<file path="src/rtl/pcs_rx_pkg.sv">
//////////////////////////////
// Receive PCS shared definitions
// Widths, sync headers, block type codes
// XGMII characters and block kinds
//////////////////////////////

package pcs_rx_pkg;

    // Widths
    localparam int HDR_W     = 2;
    localparam int PAYLOAD_W = 64;
    localparam int XGMII_C_W = 8;

    // Descrambler polynomial x^58 + x^39 + 1
    localparam int SCR_LEN = 58;
    localparam int SCR_TAP = 39;

    // Sync headers
    localparam logic [HDR_W-1:0] HDR_DATA = 2'b01;
    localparam logic [HDR_W-1:0] HDR_CTRL = 2'b10;

    //////////////////////////////
    // Control block type field
    localparam logic [7:0] BT_IDLE  = 8'h1E;
    localparam logic [7:0] BT_START = 8'h78;
    localparam logic [7:0] BT_TERM0 = 8'h87;
    localparam logic [7:0] BT_TERM1 = 8'h99;
    localparam logic [7:0] BT_TERM2 = 8'hAA;
    localparam logic [7:0] BT_TERM3 = 8'hB4;
    localparam logic [7:0] BT_TERM4 = 8'hCC;
    localparam logic [7:0] BT_TERM5 = 8'hD2;
    localparam logic [7:0] BT_TERM6 = 8'hE1;
    localparam logic [7:0] BT_TERM7 = 8'hFF;

    //////////////////////////////
    // XGMII control characters
    localparam logic [7:0] XG_IDLE  = 8'h07;
    localparam logic [7:0] XG_START = 8'hFB;
    localparam logic [7:0] XG_TERM  = 8'hFD;
    localparam logic [7:0] XG_ERROR = 8'hFE;

    // Decoded block class
    typedef enum logic [2:0] {
        BLK_DATA,
        BLK_IDLE,
        BLK_START,
        BLK_TERM,
        BLK_ERROR
    } block_kind_e;

endpackage

</file>
<file path="src/rtl/block_decoder.sv">
//////////////////////////////
// 66b block decoder for one lane
// Block classification, terminate chain
// Registered XGMII control and data
//////////////////////////////

`timescale 1ns/1ps

module block_decoder (
    input  logic                                rx_clk_161_13,
    input  logic                                async_reset_n,

    input  logic                                valid_i,
    input  logic [pcs_rx_pkg::HDR_W-1:0]        header_i,
    input  logic [pcs_rx_pkg::PAYLOAD_W-1:0]    data_i,
    input  logic                                term_i,
    output logic                                term_o,

    output logic                                xgmii_valid_o,
    output logic [pcs_rx_pkg::XGMII_C_W-1:0]    xgmii_rxc_o,
    output logic [pcs_rx_pkg::PAYLOAD_W-1:0]    xgmii_rxd_o
);

    import pcs_rx_pkg::*;

    localparam int BYTE_W = PAYLOAD_W / XGMII_C_W;

    logic [7:0]             type_byte;
    logic [PAYLOAD_W-1:0]   payload_sh;
    block_kind_e            kind_raw;
    block_kind_e            kind;
    logic [2:0]             term_n;
    logic [XGMII_C_W-1:0]   rxc_nxt;
    logic [PAYLOAD_W-1:0]   rxd_nxt;

    assign type_byte  = data_i[7:0];
    // Control block payload without its type byte
    assign payload_sh = data_i >> BYTE_W;

    //////////////////////////////
    // Block classification
    always_comb begin
        kind_raw = BLK_ERROR;
        term_n   = 3'd0;
        if (header_i == HDR_DATA) begin
            kind_raw = BLK_DATA;
        end else if (header_i == HDR_CTRL) begin
            case (type_byte)
                BT_IDLE: begin
                    kind_raw = BLK_IDLE;
                end
                BT_START: begin
                    kind_raw = BLK_START;
                end
                BT_TERM0: begin
                    kind_raw = BLK_TERM;
                    term_n   = 3'd0;
                end
                BT_TERM1: begin
                    kind_raw = BLK_TERM;
                    term_n   = 3'd1;
                end
                BT_TERM2: begin
                    kind_raw = BLK_TERM;
                    term_n   = 3'd2;
                end
                BT_TERM3: begin
                    kind_raw = BLK_TERM;
                    term_n   = 3'd3;
                end
                BT_TERM4: begin
                    kind_raw = BLK_TERM;
                    term_n   = 3'd4;
                end
                BT_TERM5: begin
                    kind_raw = BLK_TERM;
                    term_n   = 3'd5;
                end
                BT_TERM6: begin
                    kind_raw = BLK_TERM;
                    term_n   = 3'd6;
                end
                BT_TERM7: begin
                    kind_raw = BLK_TERM;
                    term_n   = 3'd7;
                end
                default: begin
                    kind_raw = BLK_ERROR;
                end
            endcase
        end
    end

    // Data or start after an earlier terminate in the same group
    assign kind = (term_i && (kind_raw == BLK_DATA || kind_raw == BLK_START)) ?
                  BLK_ERROR : kind_raw;

    assign term_o = term_i | (kind == BLK_TERM);

    //////////////////////////////
    // XGMII mapping
    always_comb begin
        rxc_nxt = {XGMII_C_W{1'b1}};
        rxd_nxt = {XGMII_C_W{XG_ERROR}};
        case (kind)
            BLK_DATA: begin
                rxc_nxt = '0;
                rxd_nxt = data_i;
            end
            BLK_IDLE: begin
                rxc_nxt = {XGMII_C_W{1'b1}};
                rxd_nxt = {XGMII_C_W{XG_IDLE}};
            end
            BLK_START: begin
                rxc_nxt = 8'h01;
                rxd_nxt = {data_i[PAYLOAD_W-1:BYTE_W], XG_START};
            end
            BLK_TERM: begin
                for (int j = 0; j < XGMII_C_W; j++) begin
                    if (j < int'(term_n)) begin
                        rxc_nxt[j]                = 1'b0;
                        rxd_nxt[BYTE_W*j +: BYTE_W] = payload_sh[BYTE_W*j +: BYTE_W];
                    end else if (j == int'(term_n)) begin
                        rxc_nxt[j]                = 1'b1;
                        rxd_nxt[BYTE_W*j +: BYTE_W] = XG_TERM;
                    end else begin
                        rxc_nxt[j]                = 1'b1;
                        rxd_nxt[BYTE_W*j +: BYTE_W] = XG_IDLE;
                    end
                end
            end
            default: begin
                rxc_nxt = {XGMII_C_W{1'b1}};
                rxd_nxt = {XGMII_C_W{XG_ERROR}};
            end
        endcase
    end

    // Output register
    always_ff @(posedge rx_clk_161_13) begin
        if (!async_reset_n) begin
            xgmii_valid_o <= 1'b0;
        end else begin
            xgmii_valid_o <= valid_i;
        end
    end

    always_ff @(posedge rx_clk_161_13) begin
        if (valid_i) begin
            xgmii_rxc_o <= rxc_nxt;
            xgmii_rxd_o <= rxd_nxt;
        end
    end

    //////////////////////////////
    // Checks
    // Once a terminate is seen, the lane ends in a control byte
    a_term_chain: assert property (
        @(posedge rx_clk_161_13) disable iff (!async_reset_n)
        valid_i && term_o |=> xgmii_rxc_o[XGMII_C_W-1]
    ) else $error("data byte in top lane byte after terminate");

endmodule

</file>
<file path="src/rtl/lane_reorder.sv">
//////////////////////////////
// Input register with lane rotation
// Holds last stream block of the
// previous valid cycle as history
//////////////////////////////

`timescale 1ns/1ps

module lane_reorder #(
    parameter int NUM_LANES = 4
) (
    input  logic                                rx_clk_161_13,
    input  logic                                async_reset_n,

    input  logic                                rx_valid_i,
    input  logic [pcs_rx_pkg::HDR_W-1:0]        rx_header_i [NUM_LANES],
    input  logic [pcs_rx_pkg::PAYLOAD_W-1:0]    rx_data_i   [NUM_LANES],
    input  logic [1:0]                          lane_rot_i,

    output logic                                ord_valid_o,
    output logic [pcs_rx_pkg::HDR_W-1:0]        ord_header_o [NUM_LANES],
    output logic [pcs_rx_pkg::PAYLOAD_W-1:0]    ord_data_o   [NUM_LANES],
    output logic [pcs_rx_pkg::PAYLOAD_W-1:0]    prev_data_o
);

    import pcs_rx_pkg::*;

    // Set once ord_data_o holds a real block
    logic primed;

    //////////////////////////////
    // Control and history
    always_ff @(posedge rx_clk_161_13) begin
        if (!async_reset_n) begin
            ord_valid_o <= 1'b0;
            primed      <= 1'b0;
            prev_data_o <= '0;
        end else begin
            ord_valid_o <= rx_valid_i;
            if (rx_valid_i) begin
                primed <= 1'b1;
                // Outgoing last lane becomes history of the new group
                if (primed) begin
                    prev_data_o <= ord_data_o[NUM_LANES-1];
                end
            end
        end
    end

    // Stream block k sits on input lane (k + rot) mod NUM_LANES
    always_ff @(posedge rx_clk_161_13) begin
        if (rx_valid_i) begin
            for (int k = 0; k < NUM_LANES; k++) begin
                ord_header_o[k] <= rx_header_i[(k + int'(lane_rot_i)) % NUM_LANES];
                ord_data_o[k]   <= rx_data_i[(k + int'(lane_rot_i)) % NUM_LANES];
            end
        end
    end

    //////////////////////////////
    // Checks
    a_ord_valid_known: assert property (
        @(posedge rx_clk_161_13) disable iff (!async_reset_n)
        !$isunknown(ord_valid_o)
    ) else $error("ord_valid_o unknown after reset");

endmodule

</file>
<file path="src/rtl/pcs_rx_top.sv">
//////////////////////////////
// Receive PCS top level
// Lane reorder, one descrambler and
// one 66b decoder per lane
//////////////////////////////

`timescale 1ns/1ps

module pcs_rx_top #(
    parameter int NUM_LANES = 4
) (
    input  logic                                rx_clk_161_13,
    input  logic                                async_reset_n,

    input  logic                                rx_valid_i,
    input  logic [pcs_rx_pkg::HDR_W-1:0]        rx_header_i [NUM_LANES],
    input  logic [pcs_rx_pkg::PAYLOAD_W-1:0]    rx_data_i   [NUM_LANES],
    input  logic [1:0]                          lane_rot_i,
    input  logic                                bypass_descram_i,

    output logic                                xgmii_valid_o,
    output logic [pcs_rx_pkg::XGMII_C_W-1:0]    xgmii_rxc_o [NUM_LANES],
    output logic [pcs_rx_pkg::PAYLOAD_W-1:0]    xgmii_rxd_o [NUM_LANES]
);

    import pcs_rx_pkg::*;

    logic                   ord_valid;
    logic [HDR_W-1:0]       ord_header [NUM_LANES];
    logic [PAYLOAD_W-1:0]   ord_data   [NUM_LANES];
    logic [PAYLOAD_W-1:0]   prev_data;
    logic [PAYLOAD_W-1:0]   hist_data  [NUM_LANES];
    logic [PAYLOAD_W-1:0]   desc_data  [NUM_LANES];
    logic                   lane_valid [NUM_LANES];
    logic [NUM_LANES:0]     term_chain;

    lane_reorder #(
        .NUM_LANES (NUM_LANES)
    ) u_lane_reorder (
        .rx_clk_161_13 (rx_clk_161_13),
        .async_reset_n (async_reset_n),
        .rx_valid_i    (rx_valid_i),
        .rx_header_i   (rx_header_i),
        .rx_data_i     (rx_data_i),
        .lane_rot_i    (lane_rot_i),
        .ord_valid_o   (ord_valid),
        .ord_header_o  (ord_header),
        .ord_data_o    (ord_data),
        .prev_data_o   (prev_data)
    );

    // Nothing precedes lane 0 within a cycle
    assign term_chain[0] = 1'b0;

    //////////////////////////////
    // Per-lane descramble and decode
    for (genvar k = 0; k < NUM_LANES; k++) begin : g_lane
        // History comes from the block just before in stream order
        if (k == 0) begin : g_hist_prev
            assign hist_data[k] = prev_data;
        end else begin : g_hist_lane
            assign hist_data[k] = ord_data[k-1];
        end

        rx_descrambler u_descrambler (
            .bypass_descram_i (bypass_descram_i),
            .data_i           (ord_data[k]),
            .history_i        (hist_data[k]),
            .data_o           (desc_data[k])
        );

        block_decoder u_decoder (
            .rx_clk_161_13 (rx_clk_161_13),
            .async_reset_n (async_reset_n),
            .valid_i       (ord_valid),
            .header_i      (ord_header[k]),
            .data_i        (desc_data[k]),
            .term_i        (term_chain[k]),
            .term_o        (term_chain[k+1]),
            .xgmii_valid_o (lane_valid[k]),
            .xgmii_rxc_o   (xgmii_rxc_o[k]),
            .xgmii_rxd_o   (xgmii_rxd_o[k])
        );
    end

    // All lanes share one valid, lane 0 stands for the group
    assign xgmii_valid_o = lane_valid[0];

endmodule

</file>
<file path="src/rtl/rx_descrambler.sv">
//////////////////////////////
// Self-synchronizing descrambler
// x^58 + x^39 + 1, one 64-bit lane
//////////////////////////////

`timescale 1ns/1ps

module rx_descrambler (
    input  logic                                bypass_descram_i,
    input  logic [pcs_rx_pkg::PAYLOAD_W-1:0]    data_i,
    input  logic [pcs_rx_pkg::PAYLOAD_W-1:0]    history_i,
    output logic [pcs_rx_pkg::PAYLOAD_W-1:0]    data_o
);

    import pcs_rx_pkg::*;

    // Serial order, oldest bit at index 0
    logic [2*PAYLOAD_W-1:0] stream;
    logic [PAYLOAD_W-1:0]   descr;

    assign stream = {data_i, history_i};

    // Taps reach back at most SCR_LEN bits, inside the previous block
    always_comb begin
        for (int i = 0; i < PAYLOAD_W; i++) begin
            descr[i] = stream[PAYLOAD_W + i]
                     ^ stream[PAYLOAD_W + i - SCR_TAP]
                     ^ stream[PAYLOAD_W + i - SCR_LEN];
        end
    end

    assign data_o = bypass_descram_i ? data_i : descr;

endmodule

</file>
<file path="config.mk">
export PLATFORM = sky130hd
export DESIGN_NAME = pcs_rx_top
export DESIGN_NICKNAME = d
export VERILOG_FILES = /design/src/rtl/pcs_rx_pkg.sv /design/src/rtl/block_decoder.sv /design/src/rtl/lane_reorder.sv /design/src/rtl/pcs_rx_top.sv /design/src/rtl/rx_descrambler.sv
export SDC_FILE = /design/constraint.sdc
export NUM_CORES = 2
export LEC_CHECK = 0
export BUFFER_PORTS_ARGS = -buffer_cell sky130_fd_sc_hd__buf_2
export CORE_ASPECT_RATIO = 1.2
export CORE_MARGIN = 1.5
export CORE_UTILIZATION = 63
export CTS_CLUSTER_DIAMETER = 50
export DETAILED_ROUTE_END_ITERATION = 10
export HOLD_SLACK_MARGIN = 0.15
export PLACE_DENSITY = 0.86
export SKIP_CTS_REPAIR_TIMING = 1
export SLEW_MARGIN = 20
export SYNTH_ARGS = -nofsm -noshare
export SYNTH_HDL_FRONTEND = slang
export SYNTH_HIERARCHICAL = 1
export SYNTH_SLANG_ARGS = --single-unit
</file>
<file path="constraint.sdc">
create_clock -name rx_clk_161_13 -period 23.3 [get_ports rx_clk_161_13]
set_input_delay 1.165 -clock rx_clk_161_13 [delete_from_list [all_inputs] [get_ports rx_clk_161_13]]
set_output_delay 1.165 -clock rx_clk_161_13 [all_outputs]
set_load 0.02 [all_outputs]
</file>
# ---- After elaboration in Yosys (flattened, before gate mapping)
# Index checks and enable logic that the tools add are counted.
dict set report totals {
  regBits 619
  in_bits 270
  out_inout_bits 289
  elab_cells 843
}
dict set report op_classes {
  add_sub_neg 3
  n_lt_le_gt_ge 32
  eq_ne 91
  n_mux 151
  bitwise 521
  reduce_logical 25
}
# operator count
set ops {}
lappend ops {{64-bit one-hot mux with 4 select lines} 4}
lappend ops {{64-bit 2-to-1 mux} 12}
lappend ops {{64-bit binary-select mux with 2-bit select} 4}
lappend ops {{1-bit bitwise XOR} 512}
lappend ops {{8-bit 2-to-1 mux} 60}
lappend ops {{8-bit == test, second input constant} 32}
lappend ops {{32-bit by 3-bit >= comparator with 1-bit output, second input constant} 4}
lappend ops {{32-bit inverter} 3}
lappend ops {{8-bit one-hot mux with 3 select lines} 4}
lappend ops {{3-bit one-hot mux with 7 select lines} 4}
lappend ops {{3-bit 2-to-1 mux} 19}
lappend ops {{3-bit == test, first input constant} 16}
lappend ops {{3-bit less-than comparator, first input constant} 12}
lappend ops {{3-bit one-hot mux with 3 select lines} 4}
lappend ops {{3-bit by 2-bit == test with 1-bit output, second input constant} 11}
lappend ops {{3-bit zero test} 11}
lappend ops {{8-bit by 5-bit == test with 1-bit output, second input constant} 4}
lappend ops {{8-bit by 7-bit == test with 1-bit output, second input constant} 4}
lappend ops {{2-bit inverter with 32-bit output} 1}
lappend ops {{8-bit OR reduction} 4}
lappend ops {{1-bit 2-to-1 mux} 28}
lappend ops {{2-bit by 3-bit == test with 1-bit output, first input constant} 8}
lappend ops {{1-bit by 3-bit less-than comparator with 1-bit output, first input constant} 8}
lappend ops {{2-bit by 3-bit less-than comparator with 1-bit output, first input constant} 8}
lappend ops {{14 further kinds} 46}

# ---- Longest topological paths before layout
dict set report depth {
  ltp_word 22
  mapped_depth 21
  mapped_depth_nobuf 17
}

# ---- By module
# Netlist, hierarchy kept.
# mod n_inst cells_each area_each_um2 seq_area_each_um2
set modules_own_cells {}
lappend modules_own_cells {lane_reorder 1 883 17459.2 9248.9}
lappend modules_own_cells {{block_decoder at g_lane[0].u_decoder ...} 3 332 3783.6 2182.1}
lappend modules_own_cells {rx_descrambler 4 199 1778.0 0.0}
lappend modules_own_cells {{block_decoder at g_lane[3].u_decoder} 1 337 3799.9 2182.1}
lappend modules_own_cells {pcs_rx_top 1 1 3.8 0.0}

# ---- Worst setup path before layout
# OpenSTA, ideal clock, no wires.
dict set report synth_path {
  path_type {register -> register}
  from {reg u_lane_reorder.ord_valid_o}
  to {reg g_lane[0].u_decoder/xgmii_rxc_o[0] in the netlist's numbering (enable)}
  setup_ps 680
  arrival_ps 6626
  t_required_ps 22620
  slack_ps 15994
  path_stages_with_launch 1
  n_path_buf 0
  period_less_slack_ps 7306
  path_cell_list {dfxtp_1}
}
# element line_no
set synth_rtl {}
lappend synth_rtl {{start: declaration} lane_reorder.sv:20} ;# output logic ord_valid_o,
lappend synth_rtl {{start signal: assignment} lane_reorder.sv:39} ;# ord_valid_o <= rx_valid_i;
lappend synth_rtl {{end signal: assignment} block_decoder.sv:150} ;# xgmii_rxc_o <= rxc_nxt;
lappend synth_rtl {{end: declaration} block_decoder.sv:20} ;# output logic [pcs_rx_pkg::XGMII_C_W-1:0] xgmii_rxc_o,
# No word-level cell between the ends.

==> impl_metrics.yaml <==
timing:
  drv_slew: 0
  fin_skew_ns: 0.03641
  tns_ns: 0
  tightest_slew_ns: 1.195
  finalHoldViolations: 0
  setup_viol: 0
  timing.fmax_ghz: 0.1224
  period_share_pct: 35.05
  maxSlewHeadroom_pct: 20.03
  finalCriticalPeriod_ns: 8.168
  rsz0062_at_grt: "no"
detailed_routing:
  routedWlPerCell_um: 34.13
  ant_nets: 0
  via_per_inst: 7.102
  drt_wl_total_um: 146500
  first_iter_violations: 5593
  firstDrtPassIters: 10
  dr_total_vias: 30488
  drc: 0
pwr:
  p_int_w: 0.002212
  switchingPower_w: 0.001148
  p_clk_share_pct: 32.5
  netSwitchingFraction_pct: 34.16
  cellLeakagePower_nw: 15.46
  p_seq_share_pct: 44.1
  power.density_nw_per_um2: 76.58
  peakVddDrop_v: 0.00005407
  comb_power_share_pct: 23.4
clock_network:
  cts_buffer_depth: 3
  cts_inserted_buffers: 69
  clk_latency_ns: 0.64
  cts_tree: "yes"
  h-tree-depth: 3
  clk_pin_slew_worst_paths_ns: 0.06
  clockRootBuffer: "clkbuf_16"
  cts_sinks: 613
global_route:
  grt_use_total_pct: 45.21
  grt_pass1_wl_um: 201900
  grt-ovfl-total: 0
  grt_pass1_vias: 27908
  grt_max_degree: 223
  antenna_found_initial: 34
setup_path:
  crit_start: "bypass_descram_i"
  path_class: "in -> reg"
  cp-end-kind: "flip-flop"
  startpoint_type: "primary input"
  r2r-start: "u_lane_reorder/ord_data_o[198]"
  critPathRequiredTime_ns: 23.61
  r2r_end: "g_lane[3].u_decoder/xgmii_rxd_o[44]"
  critPathMaxFanout: 69
  endpoint: "g_lane[3].u_decoder/xgmii_rxd_o[44]"
  worst_r2r_path_depth: 15
  r2r_slack_ns: 16.35
  cp.arrival_ns: 8.48
floorplanning:
  die_area_um2: 64040
  die_h_um: 276.9
  initial_core_util_pct: 63.60
  rows: 100
  die_w_um: 231.3
  core_area_um2: 61930
  ios: 559
layout:
  area_growth_pct: 11.38
  fin_nets: 3667
  final_util_pct: 70.84
  drive_above_1_share_pct: 37.21
worst_hold_path:
  hp-class: "reg -> reg"
  holdPathStages: 2
synthesis:
  synth_cells: 2982
  syn_area_um2: 39390
  yosys_warnings: 6
  synth_area_per_cell_um2: 13.21
placed_design:
  gp_congestion: 1.081
  hpwl_um: 112400
  port_buffers: 558
job:
  drv_cap: 0
run_status:
  outcome: "finished, final reports clean"
## stage by stage
step	setup WS [ns]	power (W)	hold slack [ns]	std cells	area [um^2]
after floorplan	16.02	0.001934	0.6033	2984	39400
after global placement	14.91	0.002226	0.6178	4142	41540
after detailed placement	14.77	0.002236	0.6254	4142	41540
after CTS	15.39	0.003313	0.6341	4267	43790
after global routing	14.84	0.003415	0.6583	4286	43860
final	15.13	0.003360	0.6366	4293	43880
## layout by cell type (no fill, tap or decap), types with 51 or more instances in the layout
master and instances:
and3_1 58, nor2_1 110, a21oi_1 78, clkbuf_16 69
a21boi_0 58, nor2_2 193, nor2_4 51, a22oi_1 81
xnor2_1 256, xor2_1 215, mux4_2 264, edfxtp_1 552
o21a_1 74, o211ai_1 52, dfxtp_1 59, nand3_1 99
buf_2 554, o21ai_0 73, nand2_1 95
## flip-flops by register name (all words and copies together) (netlist names)
signal                          cells
g_lane.u_decoder/xgmii_rxd_o      256
u_lane_reorder/ord_header_o         8
g_lane.u_decoder/xgmii_rxc_o       32
u_lane_reorder/ord_data_o         256
g_lane.u_decoder/xgmii_valid_o      1
u_lane_reorder/prev_data_o         58
u_lane_reorder/ord_valid_o          1
u_lane_reorder/primed               1
## critical path, cell delays in order
cell and delay (ns):
buf_8 0.46, buf_4 0.82, nor2_1 0.14, xor2_1 0.69
nor4bb_1 0.18, o2111a_1 0.43, o41ai_4 0.89, nand2_1 0.43
inv_1 0.28, nand2_1 0.34, or4b_1 0.60, or4_1 0.48
nand2_2 0.11, inv_1 0.20, a31oi_4 0.90, nand3_1 0.20
## area by class of cell
class / count / area [um^2]
multi-input cells: 2116 / 19640
fillers: 4192 / 18060
flip-flops and latches: 613 / 17800
repair buffers: 581 / 3043
clock buffers: 85 / 1817
well taps: 816 / 1021
clock inverters: 40 / 425.4
diodes: 26 / 65.06
inverters: 16 / 60.06
## routing by layer
layer  GRT usage, %  vias to the layer above  wire length, um
met1          55.94                    14697            47070
met3          12.95                      666            20500
met5         0.1524                        -               80
met2          66.64                     2851            64250
met4          35.66                       14            14630
li1               -                    12260                -
## worst min path at each step
| stage | startpoint | endpoint | slack [ns] |
|---|---|---|---|
| after floorplan | u_lane_reorder/ord_data_o[25] | u_lane_reorder/prev_data_o[25] | 0.60 |
| after global placement | u_lane_reorder/prev_data_o[11] | u_lane_reorder/prev_data_o[11] | 0.62 |
| after detailed placement | u_lane_reorder/prev_data_o[11] | u_lane_reorder/prev_data_o[11] | 0.63 |
| after CTS | u_lane_reorder/prev_data_o[13] | u_lane_reorder/prev_data_o[13] | 0.63 |
| after global routing | u_lane_reorder/prev_data_o[13] | u_lane_reorder/prev_data_o[13] | 0.66 |
| final | u_lane_reorder/prev_data_o[13] | u_lane_reorder/prev_data_o[13] | 0.64 |
## power by group through the flow
stage | combinational (W) | sequential (W) | clock (W)
after floorplan | 0.000485 | 0.00145 | 0
after global placement | 0.000741 | 0.00149 | 0
after detailed placement | 0.000751 | 0.00148 | 0
after CTS | 0.000758 | 0.00146 | 0.00109
after global routing | 0.000813 | 0.00147 | 0.00113
final | 0.000787 | 0.00148 | 0.00109
No activity file was read; power rests on OpenSTA's default activity.
